--- config.mk ---
export PLATFORM = sky130hd
export DESIGN_NAME = fp16_vec_compare
export DESIGN_NICKNAME = d
export VERILOG_FILES = /design/src/source/fp16_cmp_pkg.sv /design/src/source/fp16_vec_compare.sv /design/src/source/flag_collector.sv /design/src/source/operand_feeder.sv /design/src/source/fp16_compare.sv /design/src/source/fp16_decomp.sv
export VERILOG_INCLUDE_DIRS = /design/src /design/src/source
export SDC_FILE = /design/constraint.sdc
export NUM_CORES = 1
export LEC_CHECK = 0
export BUFFER_PORTS_ARGS = -buffer_cell sky130_fd_sc_hd__buf_2
export CORE_ASPECT_RATIO = 1.25
export CORE_MARGIN = 5
export CORE_UTILIZATION = 55
export CTS_BUF_LIST = sky130_fd_sc_hd__clkbuf_16
export DETAILED_ROUTE_END_ITERATION = 7
export PLACE_DENSITY = 0.78
export REMOVE_ABC_BUFFERS = 1
export SLEW_MARGIN = 15
export SYNTH_ARGS = -nofsm -noshare
export SYNTH_HDL_FRONTEND = slang
export SYNTH_HIERARCHICAL = 1
export SYNTH_SLANG_ARGS = --single-unit
--- constraint.sdc ---
create_clock -name clk -period 4 [get_ports clk]
set_clock_uncertainty 0.05 [all_clocks]
set_input_delay 0 -clock clk [delete_from_list [all_inputs] [get_ports clk]]
set_output_delay 0 -clock clk [all_outputs]
set_load 0.01 [all_outputs]
--- src/source/fp16_cmp_defines.svh ---
/* fp16 compare unit parameters */

`ifndef FP16_CMP_DEFINES_SVH
`define FP16_CMP_DEFINES_SVH

// ====================
// vector geometry
// ====================

// number of parallel compare lanes
`define FP16_LANES 4

// ====================
// condition word
// ====================

// eq lt le mag_lt unord, 3 reserved, ne ge gt mag_ge ord
`define FP16_CMP_FLAGS 13

`endif
--- src/source/fp16_cmp_pkg.sv ---
/* fp16 compare types */

`default_nettype none

package fp16_cmp_pkg;

	// ieee 754 binary16 value
	typedef struct packed {
		logic       sign;
		logic [4:0] exp;
		logic [9:0] man;
	} fp16_t;

	// one lane's operand pair
	typedef struct packed {
		fp16_t a;
		fp16_t b;
	} fp16_pair_t;

	// fields plus class bits of one value
	typedef struct packed {
		logic       sign;
		logic [4:0] exp;
		logic [9:0] man;
		logic       zero;
		logic       inf;
		logic       nan;
		logic       qnan;
		logic       snan;
	} fp16_decomp_t;

	// condition word, msb first, bit positions match the legacy unit
	typedef struct packed {
		logic       ord;
		logic       mag_ge;
		logic       gt;
		logic       ge;
		logic       ne;
		logic [2:0] rsvd;
		logic       unord;
		logic       mag_lt;
		logic       le;
		logic       lt;
		logic       eq;
	} cmp_flags_t;

	// what a lane hands to the collector
	typedef struct packed {
		cmp_flags_t flags;
		logic       nan;
		logic       snan;
	} lane_result_t;

endpackage

`default_nettype wire

--- src/source/fp16_vec_compare.sv ---
/* four-lane fp16 compare unit */

`timescale 1ns/1ps
`include "fp16_cmp_defines.svh"
`default_nettype none

module fp16_vec_compare (
	input  logic                                        clk,
	input  logic                                        rst_n,
	input  logic                                        in_valid,
	input  fp16_cmp_pkg::fp16_pair_t [`FP16_LANES-1:0]  in_ops,
	input  logic                                        clr_flags,
	output logic                                        out_valid,
	output fp16_cmp_pkg::cmp_flags_t [`FP16_LANES-1:0]  out_flags,
	output logic [`FP16_LANES-1:0]                      unord_mask,
	output logic                                        nan_sticky,
	output logic                                        snan_sticky
);

	import fp16_cmp_pkg::*;

	// stage 1 to stage 2
	logic                               lane_valid;
	fp16_pair_t   [`FP16_LANES-1:0]     lane_ops;
	// stage 2 to stage 3
	logic                               lane_res_valid;
	lane_result_t [`FP16_LANES-1:0]     lane_res;

	operand_feeder u_feeder (
		.clk        (clk),
		.rst_n      (rst_n),
		.in_valid   (in_valid),
		.in_ops     (in_ops),
		.lane_valid (lane_valid),
		.lane_ops   (lane_ops)
	);

	// lanes run in lockstep so lane 0 carries the valid for all
	for (genvar g = 0; g < `FP16_LANES; g++)
	begin : g_lane
		if (g == 0)
		begin : g_lead
			fp16_compare u_cmp (
				.clk       (clk),
				.rst_n     (rst_n),
				.valid     (lane_valid),
				.ops       (lane_ops[g]),
				.res_valid (lane_res_valid),
				.res       (lane_res[g])
			);
		end
		else
		begin : g_follow
			fp16_compare u_cmp (
				.clk       (clk),
				.rst_n     (rst_n),
				.valid     (lane_valid),
				.ops       (lane_ops[g]),
				.res_valid (),
				.res       (lane_res[g])
			);
		end
	end

	flag_collector u_collector (
		.clk         (clk),
		.rst_n       (rst_n),
		.res_valid   (lane_res_valid),
		.clr_flags   (clr_flags),
		.lane_res    (lane_res),
		.out_valid   (out_valid),
		.out_flags   (out_flags),
		.unord_mask  (unord_mask),
		.nan_sticky  (nan_sticky),
		.snan_sticky (snan_sticky)
	);

endmodule

`default_nettype wire

--- src/source/flag_collector.sv ---
/* result collector and sticky flags */

`timescale 1ns/1ps
`include "fp16_cmp_defines.svh"
`default_nettype none

module flag_collector (
	input  logic                                          clk,
	input  logic                                          rst_n,
	input  logic                                          res_valid,
	input  logic                                          clr_flags,
	input  fp16_cmp_pkg::lane_result_t [`FP16_LANES-1:0]  lane_res,
	output logic                                          out_valid,
	output fp16_cmp_pkg::cmp_flags_t [`FP16_LANES-1:0]    out_flags,
	output logic [`FP16_LANES-1:0]                        unord_mask,
	output logic                                          nan_sticky,
	output logic                                          snan_sticky
);

	import fp16_cmp_pkg::*;

	// per-lane unord bits and exception reductions
	logic [`FP16_LANES-1:0] lane_unord;
	logic                   any_nan;
	logic                   any_snan;

	always_comb
	begin
		lane_unord = '0;
		any_nan    = 1'b0;
		any_snan   = 1'b0;
		for (int n = 0; n < `FP16_LANES; n++)
		begin
			lane_unord[n] = lane_res[n].flags.unord;
			any_nan       = any_nan | lane_res[n].nan;
			any_snan      = any_snan | lane_res[n].snan;
		end
	end

	// ====================
	// output stage
	// ====================

	always_ff @(posedge clk)
	begin
		if (!rst_n)
		begin
			out_valid  <= 1'b0;
			unord_mask <= '0;
		end
		else
		begin
			out_valid  <= res_valid;
			// mask reads zero between vectors
			unord_mask <= res_valid ? lane_unord : '0;
		end
	end

	// condition words follow the valid lanes
	always_ff @(posedge clk)
	begin
		if (res_valid)
		begin
			for (int n = 0; n < `FP16_LANES; n++)
			begin
				out_flags[n] <= lane_res[n].flags;
			end
		end
	end

	// ====================
	// sticky exceptions
	// ====================

	// a new exception beats a clear on the same edge
	always_ff @(posedge clk)
	begin
		if (!rst_n)
		begin
			nan_sticky  <= 1'b0;
			snan_sticky <= 1'b0;
		end
		else
		begin
			nan_sticky  <= (nan_sticky & ~clr_flags) | (res_valid & any_nan);
			snan_sticky <= (snan_sticky & ~clr_flags) | (res_valid & any_snan);
		end
	end

endmodule

`default_nettype wire

--- src/source/operand_feeder.sv ---
/* operand input stage */

`timescale 1ns/1ps
`include "fp16_cmp_defines.svh"
`default_nettype none

module operand_feeder (
	input  logic                                         clk,
	input  logic                                         rst_n,
	input  logic                                         in_valid,
	input  fp16_cmp_pkg::fp16_pair_t [`FP16_LANES-1:0]   in_ops,
	output logic                                         lane_valid,
	output fp16_cmp_pkg::fp16_pair_t [`FP16_LANES-1:0]   lane_ops
);

	import fp16_cmp_pkg::*;

	// ====================
	// valid strobe
	// ====================

	// one cycle behind in_valid
	always_ff @(posedge clk)
	begin
		if (!rst_n)
			lane_valid <= 1'b0;
		else
			lane_valid <= in_valid;
	end

	// ====================
	// operand capture
	// ====================

	// pairs load on in_valid and hold while idle
	always_ff @(posedge clk)
	begin
		if (in_valid)
		begin
			for (int n = 0; n < `FP16_LANES; n++)
			begin
				// each lane gets its own pair slot
				lane_ops[n] <= in_ops[n];
			end
		end
	end

endmodule

`default_nettype wire

--- src/source/fp16_compare.sv ---
/* fp16 compare lane */

`timescale 1ns/1ps
`include "fp16_cmp_defines.svh"
`default_nettype none

module fp16_compare (
	input  logic                       clk,
	input  logic                       rst_n,
	input  logic                       valid,
	input  fp16_cmp_pkg::fp16_pair_t   ops,
	output logic                       res_valid,
	output fp16_cmp_pkg::lane_result_t res
);

	import fp16_cmp_pkg::*;

	fp16_decomp_t da;
	fp16_decomp_t db;

	// condition word in legacy bit order
	logic [`FP16_CMP_FLAGS-1:0] word;

	logic unord;
	logic same;
	logic mag_gt;
	logic mag_lt;
	logic lt_raw;
	logic eq;

	fp16_decomp u_dec_a (.i(ops.a), .d(da));
	fp16_decomp u_dec_b (.i(ops.b), .d(db));

	// ====================
	// relations
	// ====================

	assign unord = da.nan | db.nan;
	// zeros of either sign are equal
	assign same  = (da.zero & db.zero) | (ops.a == ops.b);
	assign eq    = ~unord & same;

	// magnitude order on exp then fraction, infinity on top
	assign mag_gt = ({da.exp, da.man} > {db.exp, db.man}) | da.inf;
	assign mag_lt = ({da.exp, da.man} < {db.exp, db.man}) | db.inf;

	// signs differ: the negative one is lower unless both are zero
	// both negative: larger magnitude is lower
	assign lt_raw = (da.sign ^ db.sign) ? (da.sign & ~(da.zero & db.zero)) :
		(da.sign ? mag_gt : mag_lt);

	always_comb
	begin
		word     = '0;
		word[0]  = eq;
		word[1]  = lt_raw & ~unord;
		word[2]  = (lt_raw | eq) & ~unord;
		word[3]  = mag_lt;
		word[4]  = unord;
		// 7:5 stay reserved at zero
		word[8]  = ~same;
		word[9]  = ~lt_raw & ~unord;
		word[10] = ~(lt_raw | eq) & ~unord;
		word[11] = ~mag_lt;
		word[12] = ~unord;
	end

	// ====================
	// result register
	// ====================

	always_ff @(posedge clk)
	begin
		if (!rst_n)
			res_valid <= 1'b0;
		else
			res_valid <= valid;
	end

	// payload only loads with a live vector
	always_ff @(posedge clk)
	begin
		if (valid)
		begin
			res.flags <= cmp_flags_t'(word);
			// both infinite also raises invalid
			res.nan   <= unord | (da.inf & db.inf);
			res.snan  <= da.snan | db.snan;
		end
	end

endmodule

`default_nettype wire

--- src/source/fp16_decomp.sv ---
/* half-precision field decoder */

`timescale 1ns/1ps
`default_nettype none

module fp16_decomp (
	input  fp16_cmp_pkg::fp16_t        i,
	output fp16_cmp_pkg::fp16_decomp_t d
);

	import fp16_cmp_pkg::*;

	// exponent extremes
	logic exp_zero;
	logic exp_ones;
	logic man_zero;

	assign exp_zero = (i.exp == 5'd0);
	assign exp_ones = (i.exp == 5'h1f);
	assign man_zero = (i.man == 10'd0);

	always_comb
	begin
		// raw fields pass straight through
		d.sign = i.sign;
		d.exp  = i.exp;
		d.man  = i.man;
		// +0 and -0 both count as zero
		d.zero = exp_zero & man_zero;
		d.inf  = exp_ones & man_zero;
		d.nan  = exp_ones & ~man_zero;
		// fraction msb picks quiet vs signalling
		d.qnan = d.nan & i.man[9];
		d.snan = d.nan & ~i.man[9];
	end

endmodule

`default_nettype wire

After elaboration in Yosys (flattened, before gate mapping)
Index checks and enable logic that the tools add are counted.

storage, ports and cells
  flip-flop bits (word level) = 225
  bits of input ports = 132
  logic and storage cells = 312
  output and inout bits = 59

operators by class
  muxes and demuxes = 8
  magnitude comparators = 8
  bitwise logic cells = 149
  reductions and logical operators = 17
  equality and inequality tests = 12

operators by type and width
  kind                  number
  $logic_not A10 Y1     8
  $and A1 B1 Y1         68
  $eq A16 B16 Y1        4
  $gt A15 B15 Y1        4
  $lt A15 B15 Y1        4
  $not A1 Y1            41
  $eq A5 B5 Y1 const B  8
  $logic_not A5 Y1      8
  $or A1 B1 Y1          36
  $mux W1               8
  $xor A1 B1 Y1         4
  $reduce_and A2 Y1     1

Longest topological paths before layout
  word-level depth = 9
  mapped depth = 9
  depth with buffers taken out = 8

Hierarchy
Netlist, hierarchy kept.

by module, submodules not included
  module          times used  cells an instance  area an instance (µm²)  sequential area each (µm²)
  fp16_compare    4           111                1062.3                  380.4
  operand_feeder  1           130                3870.0                  3863.7
  flag_collector  1           71                 1779.2                  1701.6
  fp16_decomp     8           31                 212.7                   0.0

Worst setup path before layout
No wires, ideal clock.

  path type = register to register
  start point = register u_feeder/lane_ops[29] (netlist name)
  end point = register g_lane[0].g_lead.u_cmp/res[12] in the netlist's numbering, data pin
  library setup time = 0.255 ns
  stages on the path, launching flop included = 8
  setup slack = 1.785 ns
  path buffers = 1
  arrival = 1.910 ns
  period minus slack after synthesis = 2.215 ns
  cell sequence = edfxtp_1 > buf_4 > ha_1 > and4_1 > a221oi_1 > a211oi_1 > o32a_2 > and3_1

between the ends
  word-level cells in the longest chain between the ends = 9

ends and longest elaborated chain
  what                                                    line                text
  branches (longest 8 deep; another with $lt A15 B15 Y1)  n/a
  $and A1 B1 Y1 (*)                                       fp16_compare.sv:63  word[10] = ~(lt_raw | eq) & ~unord;
  net g_lane[0].g_lead.u_cmp.word[10]                     fp16_compare.sv:22  logic [`FP16_CMP_FLAGS-1:0] word;
  end: declaration                                        fp16_compare.sv:13  output fp16_cmp_pkg::lane_result_t res

Mark *: on every way through the listed nets, which the timed path passes.
A chain may end at the register's enable or synchronous reset.

Worst setup path after layout
  start point = register u_feeder/lane_ops[90] (netlist name)
  end point = register g_lane[2].g_follow.u_cmp/res[12] in the netlist's numbering, data pin

between the ends
  word-level cells in the longest chain between the ends = 9

ends and longest elaborated chain
  what                                                    line
  branches (longest 8 deep; another with $lt A15 B15 Y1)  n/a
  $and A1 B1 Y1 (*)                                       fp16_compare.sv:63
  net g_lane[2].g_follow.u_cmp.word[10]                   fp16_compare.sv:22
  end: declaration                                        fp16_compare.sv:13

Marks and branches as above.

==> flow_summary.ini <==
[placed_design]
place_inst = 1202
place_hpwl_mm = 15.54
dpl_cell_area_sq_um = 11750
place_congestion = 0.8758
io_buffers = 190

[setup_path]
worstPathRequired_ns = 4.21
critPathKind = reg -> reg
crit_end = g_lane[2].g_follow.u_cmp/res[12]
worstPathMaxFanout = 4
timing.rr.start = u_feeder/lane_ops[90]
crit_path_end_kind = flop
reg2reg_to = g_lane[2].g_follow.u_cmp/res[12]
cp.arrival_ns = 2.68
setup.worst_path.start = u_feeder/lane_ops[90]
ff2ff_path_depth = 7
ff2ff_setup_slack_ns = 1.53
critPathLaunchType = flop

[cts]
h-tree-depth = 1
post-cts-setup-buffer-count = 0
clkLatencyLatePin_ns = 0.50
cts_resized = 0
cts_sinks = 237
cts_buffers = 23
cts_max_path_buffers = 3
cts_tree = built
cts_root_buffer = clkbuf_16
cts.clk_slew.worst_paths_ns = 0.07

[power_and_ir_drop]
p_comb_frac = 0.107
clkPwrFrac = 0.372
p_leak_nw = 5.502
peakVddDrop_mv = 0.4563
p_switching_mw = 1.325
p_sw_frac = 0.2247
powerDensity_nw_per_um2 = 425.8
p_seq_frac = 0.521
total_power_mw = 5.895
p_int_mw = 4.570

[global_routing]
track_usage = 0.1942
grt_pass1_wl_mm = 37.47
antenna_found_initial = 0
grt.overflow.total = 0
grt_max_degree = 58
grt_pass1_vias = 7548

[cells_and_area]
diodes = 0
fin_cells = 1375
area_delta_synth_final_pct = 20.79
drive_gt1_frac = 0.2579
final_area_sq_um = 13840
nets = 1277
final_util = 0.6697

[die]
core-area_sq_um = 20670
ioPinCount = 191
num_rows = 59
die_y_um = 171.4
start_util = 0.5545
dieWidth_um = 139.1
die_area_sq_um = 23840

[detailed_routing]
first_pass_iters = 5
wl_per_cell_um = 16.90
vias = 7038
drc = 0
drtAntennaViolNets = 0
drt_iter0_markers = 342
wirelength_mm = 23.24
vias_per_cell = 5.119

[yosys]
yosysWarningCount = 6
synthCells = 871
synthesis.area_sq_um = 11460
syn_area_per_cell_sq_um = 13.16

[timing]
fin_crit_sh = 0.6179
rsz0062_at_grt = no
finalSetupViolations = 0
hold_violations = 0
finalSetupTns_ns = 0
max_slew_margin = 0.5321
tightest_slew_ns = 0.7019
final.min_clock_period_ns = 2.472
drv_slew = 0
fmax_ghz = 0.4046

[worst_hold_path]
worstHoldPathType = in -> reg
whs_path_depth = 1

[run_status]
status = completed

[job]
maxCapViolCount = 0
## power by group through the flow
stage | sequential [mW] | combinational, mW | clock, mW
after floorplan | 3.09 | 0.323 | 0
after global placement | 3.12 | 0.498 | 0
after detailed placement | 3.12 | 0.515 | 0
after CTS | 3.07 | 0.618 | 2.25
after global routing | 3.09 | 0.700 | 2.36
final | 3.07 | 0.629 | 2.19
## flip-flops by register name, indices dropped and copies added, names as in the netlist
register / flops
g_lane.g_follow.u_cmp/res: 36
g_lane.g_lead.u_cmp/res: 12
g_lane.g_lead.u_cmp/res_valid: 1
u_collector/nan_sticky: 1
u_collector/out_flags: 52
u_collector/out_valid: 1
u_collector/snan_sticky: 1
u_collector/unord_mask: 4
u_feeder/lane_ops: 128
u_feeder/lane_valid: 1
## area by class of cell
class	instances	area [sq um]
repair buffers	325	2297
clock buffers	23	575.6
clock inverters	18	197.7
multi-input cells	425	3124
well taps	274	342.8
flip-flops and latches	237	7032
inverters	73	274.0
fillers	1460	6827
## worst min-delay path by stage
stage / to / startpoint
after floorplan: u_feeder/lane_ops[0] / in_ops[0]
after global placement: u_feeder/lane_ops[14] / in_ops[14]
after detailed placement: u_feeder/lane_ops[105] / in_ops[105]
after CTS: u_feeder/lane_ops[115] / in_valid
after global routing: u_feeder/lane_ops[112] / in_valid
final: u_feeder/lane_ops[112] / in_valid
## layer usage
layer | routed length [um] | vias to the layer above | track usage
li1 | - | 3446 | -
met1 | 8532 | 3313 | 0.2150
met2 | 12630 | 219 | 0.3701
met3 | 1245 | 60 | 0.03504
met4 | 830 | 0 | 0.07660
met5 | 0 | - | 0
## metrics by stage
step | hold slack, ns | setup slack, ns
global route | 0.04738 | 1.379
global placement | 0.1262 | 1.634
CTS | 0.02873 | 1.534
floorplan | 0.04887 | 1.900
detailed placement | 0.1281 | 1.553
finish | 0.04144 | 1.528
## critical path, stage by stage, from the launching register on
cell      delay, ns
edfxtp_1       0.46
ha_1           0.37
a21oi_1        0.13
o21ai_1        0.11
a221oi_1       0.54
a211oi_1       0.16
o32a_2         0.24
and3_1         0.17
## repair_timing
item | CTS | global route
endpoints found under the setup margin | 0 | 0
hold endpoints to repair | 137 | 0
hold buffers | 132 | 0
## layout by cell type, fill, tap and decap left out, types with 20 or more instances in the layout
master and count:
nor2_1 56, nand2_1 20, clkbuf_16 23, nand4_1 40, xnor2_1 64, inv_1 75, edfxtp_1 228, dlygate4sd3_1 132
buf_2 189, ha_1 60, a21oi_1 32
No activity file was read; power rests on OpenSTA's default activity.
